===== config.mk =====
export PLATFORM = sky130hd
export DESIGN_NAME = ia_loader_top
export DESIGN_NICKNAME = d
export VERILOG_FILES = /design/src/verilog/ia_pkg.sv /design/src/verilog/ia_loader_top.sv /design/src/verilog/icb_row_reader.sv /design/src/verilog/row_sender.sv /design/src/verilog/tile_buffer.sv /design/src/verilog/tile_sequencer.sv
export SDC_FILE = /design/constraint.sdc
export NUM_CORES = 2
export LEC_CHECK = 0
export CAP_MARGIN = 20
export CORE_MARGIN = 3
export CORE_UTILIZATION = 60
export CTS_CLUSTER_DIAMETER = 40
export DETAILED_ROUTE_END_ITERATION = 6
export DONT_BUFFER_PORTS = 1
export PLACE_DENSITY = 0.79
export SKIP_LAST_GASP = 1
export SYNTH_ARGS = -nofsm -noshare
export SYNTH_HDL_FRONTEND = slang
export SYNTH_SLANG_ARGS = --single-unit
export TNS_END_PERCENT = 30

===== constraint.sdc =====
create_clock -name clk -period 10.1 [get_ports clk]
set_input_delay 0 -clock clk [delete_from_list [all_inputs] [get_ports clk]]
set_output_delay 0 -clock clk [all_outputs]
set_load 0.02 [all_outputs]

===== src/verilog/ia_pkg.sv =====
/*
 * shared definitions for the activation loader
 * tile geometry, bus and field widths, loader states, ICB opcodes
 */
package ia_pkg;

    // ==================================================
    // tile geometry
    // ==================================================
    localparam int tile_size         = 8;   // array width = tile edge
    localparam int tile_log2         = 3;   // all tile math shifts by this
    localparam int data_width        = 16;  // one output element

    // ==================================================
    // bus and field widths
    // ==================================================
    localparam int bus_width         = 32;                          // ICB data
    localparam int bytes_per_beat    = 4;
    localparam int beats_per_row_max = tile_size / bytes_per_beat;  // full tile row
    localparam int reg_width         = 16;  // cfg, address, counters
    localparam int len_width         = 3;   // ICB burst len, beats - 1

    // loader FSM
    typedef enum logic [1:0] {
        IDLE = 2'b00,
        INIT = 2'b11,  // counts derived here
        LOAD = 2'b01,
        SEND = 2'b10
    } loader_state_e;

    // ICB command opcode
    typedef enum logic {
        WRITE = 1'b0,
        READ  = 1'b1
    } icb_op_e;

endpackage


===== src/verilog/ia_loader_top.sv =====
/*
 * activation loader top
 * sequencer, ICB row reader, tile buffer and row sender
 */
module ia_loader_top (
    input  logic                                          clk,
    input  logic                                          rst_n,
    // configuration, sampled in IDLE with init_cfg
    input  logic                                          init_cfg,
    input  logic [ia_pkg::reg_width-1:0]                  k,
    input  logic [ia_pkg::reg_width-1:0]                  n,
    input  logic [ia_pkg::reg_width-1:0]                  m,
    input  logic [ia_pkg::reg_width-1:0]                  lhs_base,
    input  logic [ia_pkg::reg_width-1:0]                  lhs_row_stride_b,
    input  logic signed [ia_pkg::reg_width-1:0]           lhs_zp,
    input  logic                                          send_ia_trigger,
    // ICB read master
    output logic                                          icb_cmd_valid,
    input  logic                                          icb_cmd_ready,
    output logic                                          icb_cmd_read,
    output logic [ia_pkg::reg_width-1:0]                  icb_cmd_addr,
    output logic [ia_pkg::len_width-1:0]                  icb_cmd_len,
    input  logic                                          icb_rsp_valid,
    output logic                                          icb_rsp_ready,
    input  logic [ia_pkg::bus_width-1:0]                  icb_rsp_rdata,
    // to the systolic array
    output logic [ia_pkg::tile_size*ia_pkg::data_width-1:0] ia_out,
    output logic                                          ia_row_valid,
    output logic                                          ia_is_init_data,
    output logic                                          ia_calc_done,
    output logic                                          ia_sending_done,
    output logic                                          ia_data_valid
);

    ia_pkg::loader_state_e                          state;
    logic [ia_pkg::reg_width-1:0]                   tile_addr;
    logic [ia_pkg::reg_width-1:0]                   stride;
    logic signed [ia_pkg::reg_width-1:0]            zp;
    logic [ia_pkg::tile_log2:0]                     tile_rows;   // 1..T
    logic [$clog2(ia_pkg::beats_per_row_max):0]     tile_beats;  // 1..2
    logic                                           first_col_tile;
    logic                                           last_col_tile;
    logic                                           tile_full;
    logic                                           send_done;
    logic [ia_pkg::tile_log2-1:0]                   rd_row;
    logic [ia_pkg::tile_size*ia_pkg::data_width-1:0] rd_data;

    tile_sequencer u_seq (
        .clk, .rst_n, .init_cfg, .k, .n, .m, .lhs_base, .lhs_row_stride_b, .lhs_zp,
        .tile_full, .send_done, .state, .tile_addr, .stride, .zp,
        .tile_rows, .tile_beats, .first_col_tile, .last_col_tile
    );

    icb_row_reader u_rdr (
        .clk, .rst_n, .state, .tile_addr, .stride, .tile_rows, .tile_beats,
        .icb_cmd_ready, .icb_cmd_valid, .icb_cmd_read, .icb_cmd_addr, .icb_cmd_len
    );

    tile_buffer u_buf (
        .clk, .rst_n, .state, .tile_rows, .tile_beats, .zp,
        .icb_rsp_valid, .icb_rsp_rdata, .rd_row,
        .icb_rsp_ready, .tile_full, .rd_data
    );

    row_sender u_snd (
        .clk, .rst_n, .state, .tile_full, .tile_rows, .first_col_tile, .last_col_tile,
        .send_ia_trigger, .rd_data, .rd_row, .ia_out, .ia_row_valid,
        .ia_is_init_data, .ia_calc_done, .ia_sending_done, .ia_data_valid, .send_done
    );

endmodule


===== src/verilog/icb_row_reader.sv =====
/*
 * ICB row reader
 * one read burst per valid tile row, running row address
 */
module icb_row_reader (
    input  logic                                      clk,
    input  logic                                      rst_n,
    input  ia_pkg::loader_state_e                     state,
    input  logic [ia_pkg::reg_width-1:0]              tile_addr,
    input  logic [ia_pkg::reg_width-1:0]              stride,
    input  logic [ia_pkg::tile_log2:0]                tile_rows,
    input  logic [$clog2(ia_pkg::beats_per_row_max):0] tile_beats,
    input  logic                                      icb_cmd_ready,
    output logic                                      icb_cmd_valid,
    output logic                                      icb_cmd_read,
    output logic [ia_pkg::reg_width-1:0]              icb_cmd_addr,
    output logic [ia_pkg::len_width-1:0]              icb_cmd_len
);

    logic [ia_pkg::tile_log2:0] issued;  // rows queued so far

    wire more    = (issued < tile_rows);
    wire advance = !icb_cmd_valid || icb_cmd_ready;  // slot free or taken this cycle

    always_ff @(posedge clk or negedge rst_n) begin
        if (!rst_n) begin
            icb_cmd_valid <= 1'b0;
            issued        <= '0;
        end else if (state != ia_pkg::LOAD) begin
            icb_cmd_valid <= 1'b0;  // cleared between tiles
            issued        <= '0;
        end else if (advance) begin
            icb_cmd_valid <= more;
            if (more) issued <= issued + 1'b1;
        end
    end

    // address walks by stride, first row at tile base
    always_ff @(posedge clk) begin
        if (state == ia_pkg::LOAD && advance && more)
            icb_cmd_addr <= (issued == '0) ? tile_addr : icb_cmd_addr + stride;
    end

    assign icb_cmd_len  = ia_pkg::len_width'(tile_beats - 1'b1);  // stable through LOAD
    assign icb_cmd_read = ia_pkg::READ;

    a_cmd_stable: assert property (@(posedge clk) disable iff (!rst_n)
        icb_cmd_valid && !icb_cmd_ready |=>
            icb_cmd_valid && $stable(icb_cmd_addr) && $stable(icb_cmd_len)
            && $stable(icb_cmd_read));

endmodule


===== src/verilog/row_sender.sv =====
/*
 * row sender
 * one buffered row per cycle to the array, tile flags, done pulse
 */
module row_sender (
    input  logic                                      clk,
    input  logic                                      rst_n,
    input  ia_pkg::loader_state_e                     state,
    input  logic                                      tile_full,
    input  logic [ia_pkg::tile_log2:0]                tile_rows,
    input  logic                                      first_col_tile,
    input  logic                                      last_col_tile,
    input  logic                                      send_ia_trigger,
    input  logic [ia_pkg::tile_size*ia_pkg::data_width-1:0] rd_data,
    output logic [ia_pkg::tile_log2-1:0]              rd_row,
    output logic [ia_pkg::tile_size*ia_pkg::data_width-1:0] ia_out,
    output logic                                      ia_row_valid,
    output logic                                      ia_is_init_data,
    output logic                                      ia_calc_done,
    output logic                                      ia_sending_done,
    output logic                                      ia_data_valid,
    output logic                                      send_done
);

    logic busy;  // rows 1.. still to fetch

    wire start = (state == ia_pkg::SEND) && ia_data_valid && send_ia_trigger;
    wire fetch = start || busy;
    wire last  = ({1'b0, rd_row} == tile_rows - 1'b1);

    always_ff @(posedge clk or negedge rst_n) begin
        if (!rst_n) begin
            busy            <= 1'b0;
            rd_row          <= '0;
            ia_row_valid    <= 1'b0;
            ia_is_init_data <= 1'b0;
            ia_calc_done    <= 1'b0;
            ia_sending_done <= 1'b0;
            ia_data_valid   <= 1'b0;
        end else begin
            ia_row_valid    <= fetch;
            ia_is_init_data <= fetch && first_col_tile;
            ia_calc_done    <= fetch && last_col_tile;
            ia_sending_done <= fetch && last;  // with the last row
            if (fetch) begin
                busy   <= !last;
                rd_row <= last ? '0 : rd_row + 1'b1;
            end
            if (tile_full)
                ia_data_valid <= 1'b1;  // high from first SEND cycle
            else if (start)
                ia_data_valid <= 1'b0;
        end
    end

    always_ff @(posedge clk) begin
        if (fetch) ia_out <= rd_data;
    end

    assign send_done = ia_sending_done;

    a_rows_in_send: assert property (@(posedge clk) disable iff (!rst_n)
        ia_row_valid |-> state == ia_pkg::SEND);

endmodule


===== src/verilog/tile_buffer.sv =====
/*
 * tile buffer
 * ICB response intake, s8 to s16 with zero point, T x T store
 */
module tile_buffer (
    input  logic                                      clk,
    input  logic                                      rst_n,
    input  ia_pkg::loader_state_e                     state,
    input  logic [ia_pkg::tile_log2:0]                tile_rows,
    input  logic [$clog2(ia_pkg::beats_per_row_max):0] tile_beats,
    input  logic signed [ia_pkg::reg_width-1:0]       zp,
    input  logic                                      icb_rsp_valid,
    input  logic [ia_pkg::bus_width-1:0]              icb_rsp_rdata,
    input  logic [ia_pkg::tile_log2-1:0]              rd_row,
    output logic                                      icb_rsp_ready,
    output logic                                      tile_full,
    output logic [ia_pkg::tile_size*ia_pkg::data_width-1:0] rd_data
);

    logic [ia_pkg::data_width-1:0] store [ia_pkg::tile_size][ia_pkg::tile_size];
    logic [$clog2(ia_pkg::beats_per_row_max)-1:0] beat_cnt;
    logic [ia_pkg::tile_log2-1:0]                 row_cnt;

    // sign-extend byte, add zp, clamp to s16
    function automatic logic [ia_pkg::data_width-1:0] convert(
        input logic [7:0]                       b,
        input logic [ia_pkg::reg_width-1:0]     zp_in
    );
        logic signed [17:0] sum;
        sum = $signed({{10{b[7]}}, b}) + $signed({{2{zp_in[15]}}, zp_in});
        if (sum > 18'sd32767)
            return 16'h7fff;
        else if (sum < -18'sd32768)
            return 16'h8000;
        else
            return sum[15:0];
    endfunction

    assign icb_rsp_ready = (state == ia_pkg::LOAD);  // never stalls the slave in LOAD

    wire rsp_hs    = icb_rsp_valid && icb_rsp_ready;
    wire last_beat = ({1'b0, beat_cnt} == tile_beats - 1'b1);
    wire last_row  = ({1'b0, row_cnt} == tile_rows - 1'b1);

    assign tile_full = rsp_hs && last_beat && last_row;  // same cycle as final beat

    // ==================================================
    // beat / row counters
    // ==================================================
    always_ff @(posedge clk or negedge rst_n) begin
        if (!rst_n) begin
            beat_cnt <= '0;
            row_cnt  <= '0;
        end else if (state != ia_pkg::LOAD) begin
            beat_cnt <= '0;
            row_cnt  <= '0;
        end else if (rsp_hs) begin
            beat_cnt <= last_beat ? '0 : beat_cnt + 1'b1;
            if (last_beat) row_cnt <= row_cnt + 1'b1;
        end
    end

    // four elements per beat, low byte to low column
    always_ff @(posedge clk) begin
        if (rsp_hs) begin
            for (int i = 0; i < ia_pkg::bytes_per_beat; i++) begin
                store[row_cnt][{beat_cnt, i[1:0]}] <= convert(icb_rsp_rdata[8*i +: 8], zp);
            end
        end
    end

    // row read port, same cycle
    for (genvar c = 0; c < ia_pkg::tile_size; c++) begin : g_rd
        assign rd_data[c*ia_pkg::data_width +: ia_pkg::data_width] = store[rd_row][c];
    end

endmodule


===== src/verilog/tile_sequencer.sv =====
/*
 * tile sequencer
 * config latch, tile counts, tile walk, loader FSM
 */
module tile_sequencer (
    input  logic                                      clk,
    input  logic                                      rst_n,
    input  logic                                      init_cfg,
    input  logic [ia_pkg::reg_width-1:0]              k,
    input  logic [ia_pkg::reg_width-1:0]              n,
    input  logic [ia_pkg::reg_width-1:0]              m,
    input  logic [ia_pkg::reg_width-1:0]              lhs_base,
    input  logic [ia_pkg::reg_width-1:0]              lhs_row_stride_b,
    input  logic signed [ia_pkg::reg_width-1:0]       lhs_zp,
    input  logic                                      tile_full,
    input  logic                                      send_done,
    output ia_pkg::loader_state_e                     state,
    output logic [ia_pkg::reg_width-1:0]              tile_addr,
    output logic [ia_pkg::reg_width-1:0]              stride,
    output logic signed [ia_pkg::reg_width-1:0]       zp,
    output logic [ia_pkg::tile_log2:0]                tile_rows,
    output logic [$clog2(ia_pkg::beats_per_row_max):0] tile_beats,
    output logic                                      first_col_tile,
    output logic                                      last_col_tile
);

    logic [ia_pkg::reg_width-1:0] cfg_k, cfg_n, cfg_m, cfg_base;
    logic [ia_pkg::reg_width-1:0] col_tiles;   // ceil(n/T)
    logic [ia_pkg::reg_width-1:0] row_tiles;   // ceil(k/T)
    logic [ia_pkg::reg_width-1:0] loops;       // ceil(m/T)
    logic [ia_pkg::tile_log2:0]   last_rows;   // valid rows, last tile row
    logic [$clog2(ia_pkg::beats_per_row_max):0] last_beats;
    logic [ia_pkg::reg_width-1:0] col_idx, loop_cnt, row_idx;
    logic [ia_pkg::reg_width-1:0] row_base;    // start of current tile row
    logic [ia_pkg::tile_log2:0]   n_rem;       // valid cols of last col tile

    wire last_col  = (col_idx == col_tiles - 1'b1);
    wire last_loop = (loop_cnt == loops - 1'b1);
    wire last_row  = (row_idx == row_tiles - 1'b1);
    wire [ia_pkg::reg_width-1:0] row_step = stride << ia_pkg::tile_log2;

    assign n_rem = (cfg_n[ia_pkg::tile_log2-1:0] == '0) ?
                   (ia_pkg::tile_log2+1)'(ia_pkg::tile_size) :
                   {1'b0, cfg_n[ia_pkg::tile_log2-1:0]};

    // ==================================================
    // config latch and counts
    // ==================================================
    always_ff @(posedge clk) begin
        if (state == ia_pkg::IDLE && init_cfg) begin
            cfg_k    <= k;
            cfg_n    <= n;
            cfg_m    <= m;
            cfg_base <= lhs_base;
            stride   <= lhs_row_stride_b;
            zp       <= lhs_zp;
        end
        if (state == ia_pkg::INIT) begin
            col_tiles  <= (cfg_n + ia_pkg::reg_width'(ia_pkg::tile_size - 1)) >> ia_pkg::tile_log2;
            row_tiles  <= (cfg_k + ia_pkg::reg_width'(ia_pkg::tile_size - 1)) >> ia_pkg::tile_log2;
            loops      <= (cfg_m + ia_pkg::reg_width'(ia_pkg::tile_size - 1)) >> ia_pkg::tile_log2;
            last_rows  <= (cfg_k[ia_pkg::tile_log2-1:0] == '0) ?
                          (ia_pkg::tile_log2+1)'(ia_pkg::tile_size) :
                          {1'b0, cfg_k[ia_pkg::tile_log2-1:0]};
            // round cols up to whole beats
            last_beats <= 2'((n_rem + 4'(ia_pkg::bytes_per_beat - 1))
                          >> $clog2(ia_pkg::bytes_per_beat));
        end
    end

    // ==================================================
    // FSM and tile walk
    // ==================================================
    always_ff @(posedge clk or negedge rst_n) begin
        if (!rst_n) begin
            state     <= ia_pkg::IDLE;
            col_idx   <= '0;
            loop_cnt  <= '0;
            row_idx   <= '0;
            row_base  <= '0;
            tile_addr <= '0;
        end else begin
            case (state)
                ia_pkg::IDLE: if (init_cfg) state <= ia_pkg::INIT;
                ia_pkg::INIT: begin
                    state     <= ia_pkg::LOAD;
                    col_idx   <= '0;
                    loop_cnt  <= '0;
                    row_idx   <= '0;
                    row_base  <= cfg_base;
                    tile_addr <= cfg_base;
                end
                ia_pkg::LOAD: if (tile_full) state <= ia_pkg::SEND;
                ia_pkg::SEND: begin
                    if (send_done) begin
                        state <= (last_col && last_loop && last_row) ? ia_pkg::IDLE
                                                                      : ia_pkg::LOAD;
                        if (!last_col) begin
                            col_idx   <= col_idx + 1'b1;
                            tile_addr <= tile_addr + ia_pkg::reg_width'(ia_pkg::tile_size);
                        end else if (!last_loop) begin  // replay the same tile row
                            col_idx   <= '0;
                            loop_cnt  <= loop_cnt + 1'b1;
                            tile_addr <= row_base;
                        end else begin                  // next tile row
                            col_idx   <= '0;
                            loop_cnt  <= '0;
                            row_idx   <= row_idx + 1'b1;
                            row_base  <= row_base + row_step;
                            tile_addr <= row_base + row_step;
                        end
                    end
                end
                default: state <= ia_pkg::IDLE;
            endcase
        end
    end

    assign tile_rows      = last_row ? last_rows : (ia_pkg::tile_log2+1)'(ia_pkg::tile_size);
    assign tile_beats     = last_col ? last_beats : 2'(ia_pkg::beats_per_row_max);
    assign first_col_tile = (col_idx == '0);
    assign last_col_tile  = last_col;

    // buffer fill only while loading
    a_full_in_load: assert property (@(posedge clk) disable iff (!rst_n)
        tile_full |-> state == ia_pkg::LOAD);

endmodule

==> metrics.md <==
| Metric | Value |
|---|---|
| Mapped Cells | 3578 |
| Crit path kind | reg2reg |
| Status | completed |
| Most frequent cell after synthesis | edfxtp_1 |
| Final worst slack | approximately 4.7 ns |
| Slew headroom | around 19% |
| Reg2reg start | u_seq.zp[1] |
| Post-Syn Area per Cell | 16.83 µm² |
| CTS tree | yes |
| Reg2Reg Depth | 11 |
| CTS Root Cell | clkbuf_16 |
| Clock Sinks | roughly 1400 |
| IO Count | 289 |
| Worst min path class | in2reg |
| Crit-path cells | inv_1, fa_1, nor2b_1, o31ai_1, a21o_1, a311oi_1, o21ai_0, a31oi_1, maj3_1, nor2_1, a21oi_1 |
| Pwr Total | 16.34 mW |
| Net switching power | 4.711 mW |
| Worst Path Required | 10.56 ns |
| Synth top area share | 65.26% |
| Setup TNS | 0 ns |
| Die extent in y | 322.8 µm |
| Tcrit/Tclk final | between 50% and 60% |
| Grt ovf | 0 |
| CTS Buffer Depth | 3 |
| Post-CTS Setup Inserts | 0 |
| Layout net count | 4116 |
| Place WS | approximately 4.8 ns |
| Residual DRC count | 0 |
| CP Max Fanout | 18 |
| Critical path launch point type | flip-flop |
| Die area | 104200 µm² |
| Largest net degree at the start of global routing | between 150 and 200 |
| Int Power | 11.63 mW |
| Worst R2R End | u_buf.store[7][98] |
| WP data arrival | ~6 ns |
| Fillcell total | ~6000 |
| Syn nets | 3826 |
| Min Hold Slack | ~0.073 ns |
| Final Setup Violations | 0 |
| IO Port Bufs | 0 |
| Placeable Area | about 99000 µm² |
| Share of synthesized registers carrying an async set or reset | 7.097% |
| Sequential share of power | 48.2% |
| Static leakage | 22.77 nW |
| CP endpoint kind | flip-flop |
| Critical path destination | u_buf.store[7][98] |
| Worst hold path cell count | 3 |
| Cell Pwr Density | 236.5 nW/µm² |
| Logic pwr share | about 18% |
| Maximum clock frequency | 185.1 MHz |
| First-pass GRT wire length | 229100 µm |
| Synth warn | 0 |
| TritonRoute pass-1 iters | 6 |
| Ratio of cells with drive above 1 in the final layout | around a fifth |
| Fin. max-slew vios | 0 |
| Final Core Density | 69.79% |
| Seq cells post-synth | 1409 |
| Wire per inst | 29.22 µm |
| Depth of the CTS H-tree | 4 |
| Total track usage | 30.07% |
| Area delta synth->final | 14.69% |
| Count of final hold-check violations | 0 |
| Final antenna-violating net count | 0 |
| Yosys top cell by area | edfxtp_1 |
| Number of flops mapped to enable cells by yosys | 1309 |
| 1st-iter DRT viols | 4263 |
| Routed wire length | 154600 µm |
| Ys flop type | edfxtp_1 |
| Initial Util | 60.84% |
| Peak VDD IR | 181.7 µV |
| CP startpoint | u_seq.zp[1] |
| Worst path slowest cell | maj3_1 |
| Clock share of power | 34.0% |
| Kind of cell adding the most delay to the critical path | compound AO/OA/AOI/OAI gates |
| # rows | 115 |
| Via density | 6.586 |
| Vias in the first global route | 35010 |
| CP max stage delay | 1.06 ns |
| CP Depth | 11 |
| Maxcap violations | 0 |
| Gp weighted congestion | 0.9277 |
| Setup Skew | 0.03200 ns |
| Final HPWL DP | 90180 µm |
| Synth cell count leaders | edfxtp_1 (1309), mux4_2 (256), nor2_1 (190) |
| Worst Tran Pin Value | 1.209 ns |
| Initial antenna violation count | 11 |
| Clk slew on worst S/H paths | 0.06 ns |
| CTS buffer count | 158 |
| Minimum clock period | 5.401 ns |
| Unrepaired setup endpoints after global routing | no |
| Synth cell types | just under 90 |
| Register area share after synthesis | a little over two thirds |
| Netlist Area Pre-Place | 60230 µm² |
| Routed vias | 34840 |
| Reg-to-reg slack, setup | 4.70 ns |
| Worst-Skew Late Latency | 0.77 ns |
| Switching part of the total power | around 29% |
| DIE WIDTH | 322.8 µm |
| Top cells by area, synth | edfxtp_1 (65%), mux4_2 (9.6%), dfrtp_1 (4.2%) |
| Buf/Inv on CP | 1 |
## worst reg2reg max path, stage by stage, from the launching register on
cell      delay, ns
edfxtp_1       0.42
inv_1          0.18
fa_1           0.47
nor2b_1        0.16
o31ai_1        0.16
a21o_1         0.23
a311oi_1       0.42
o21ai_0        0.18
a31oi_1        0.83
maj3_1         1.06
nor2_1         0.37
a21oi_1        0.61
## power by group through the flow
stage                     clock network (mW)  logic (mW)  registers [mW]
final                                   5.56        2.90            7.88
after detailed placement                   0        2.70            7.96
after floorplan                            0        1.83            7.87
after CTS                               5.57        2.81            7.86
after global routing                    5.83        3.11            7.92
after global placement                     0        2.62            7.92
## layout by cell type (no fill, tap or decap), types with 55 or more instances in the layout
cell,n
buf_4,60
mux4_2,256
edfxtp_1,1309
nor2_1,184
nor3_1,55
xor2_1,61
dfrtp_1,97
dlygate4sd3_1,199
nand2_1,169
clkbuf_16,160
mux2_2,146
a21oi_1,124
inv_1,77
o21ai_0,154
ha_1,108
xnor2_1,127
nand3_1,60
## repair_timing
| item | CTS | global route |
|---|---|---|
| hold endpoints to repair | 243 | 0 |
| setup endpoints to repair | 0 | 0 |
| gates resized for setup | 0 | 0 |
| hold buffers | 201 | 0 |
## kinds of logic (layout without fill, tap and decap cells)
group,count (synthesis),count (layout),share of synthesized area [%]
muxes,426,426,12.70
adders and majority gates,133,133,2.759
and+or+nand+nor,703,703,5.771
xor gates and xnor gates,188,188,2.734
DFF,1409,1409,69.41
other,1,4,0.006226
buffers and inverters,218,640,1.390
AOI/OAI and AO/OA,500,500,5.226
## layout make-up
cell class	count	area (µm²)	share of cell area [%]
well taps	1287	1610	2.331
diodes	3	7.507	0.01087
clock inverters	107	947.2	1.371
repair buffers	269	2574	3.726
clock buffers	185	4108	5.946
multi-input cells	1951	17710	25.64
flip-flops and latches	1409	41820	60.54
inverters	79	301.5	0.4365
## flip-flops by register name, indices dropped and copies added, names as in the netlist, 13 cells and up
| signal | flops |
|---|---|
| u_seq.cfg_k | 16 |
| u_seq.row_base | 16 |
| u_seq.row_idx | 16 |
| u_seq.tile_addr | 16 |
| u_seq.cfg_base | 16 |
| u_seq.col_tiles | 13 |
| u_seq.zp | 16 |
| u_seq.loops | 13 |
| u_seq.cfg_n | 16 |
| u_seq.stride | 16 |
| u_buf.store | 1024 |
| u_seq.cfg_m | 16 |
| u_rdr.icb_cmd_addr | 16 |
| u_seq.row_tiles | 13 |
| u_seq.loop_cnt | 16 |
| u_seq.col_idx | 16 |
| u_snd.ia_out | 128 |
## layer usage
| metal | part of all wire (%) | track usage [%] | vias up |
|---|---|---|---|
| met1 | 36 | 39.47 | 17570 |
| met2 | 50 | 49.88 | 2105 |
| met4 | 4.9 | 13.70 | 4 |
| li1 | - | - | 14790 |
| met5 | 0.017 | 0 | - |
| met3 | 8.5 | 5.249 | 371 |
## worst min path at each step
stage / from / end / slack (ns)
floorplan: rst_n / u_buf.beat_cnt / -0.30
global placement: rst_n / u_rdr.icb_cmd_valid / -0.29
detailed placement: rst_n / u_rdr.icb_cmd_valid / -0.29
CTS: icb_rsp_valid / u_buf.store[0][41] / 0.02
global route: icb_rsp_valid / u_buf.store[0][41] / 0.07
finish: icb_rsp_valid / u_buf.store[0][32] / 0.07
## through the flow
| stage | area [µm²] | instances |
|---|---|---|
| 4_1_cts | 69030 | 5281 |
| 6_report | 69080 | 5290 |
| 2_1_floorplan | 60230 | 3578 |
| 5_1_grt | 69080 | 5288 |
| 3_3_place_gp | 61910 | 4786 |
| 3_5_place_dp | 61930 | 4788 |
No activity file was read; power rests on OpenSTA's default activity.
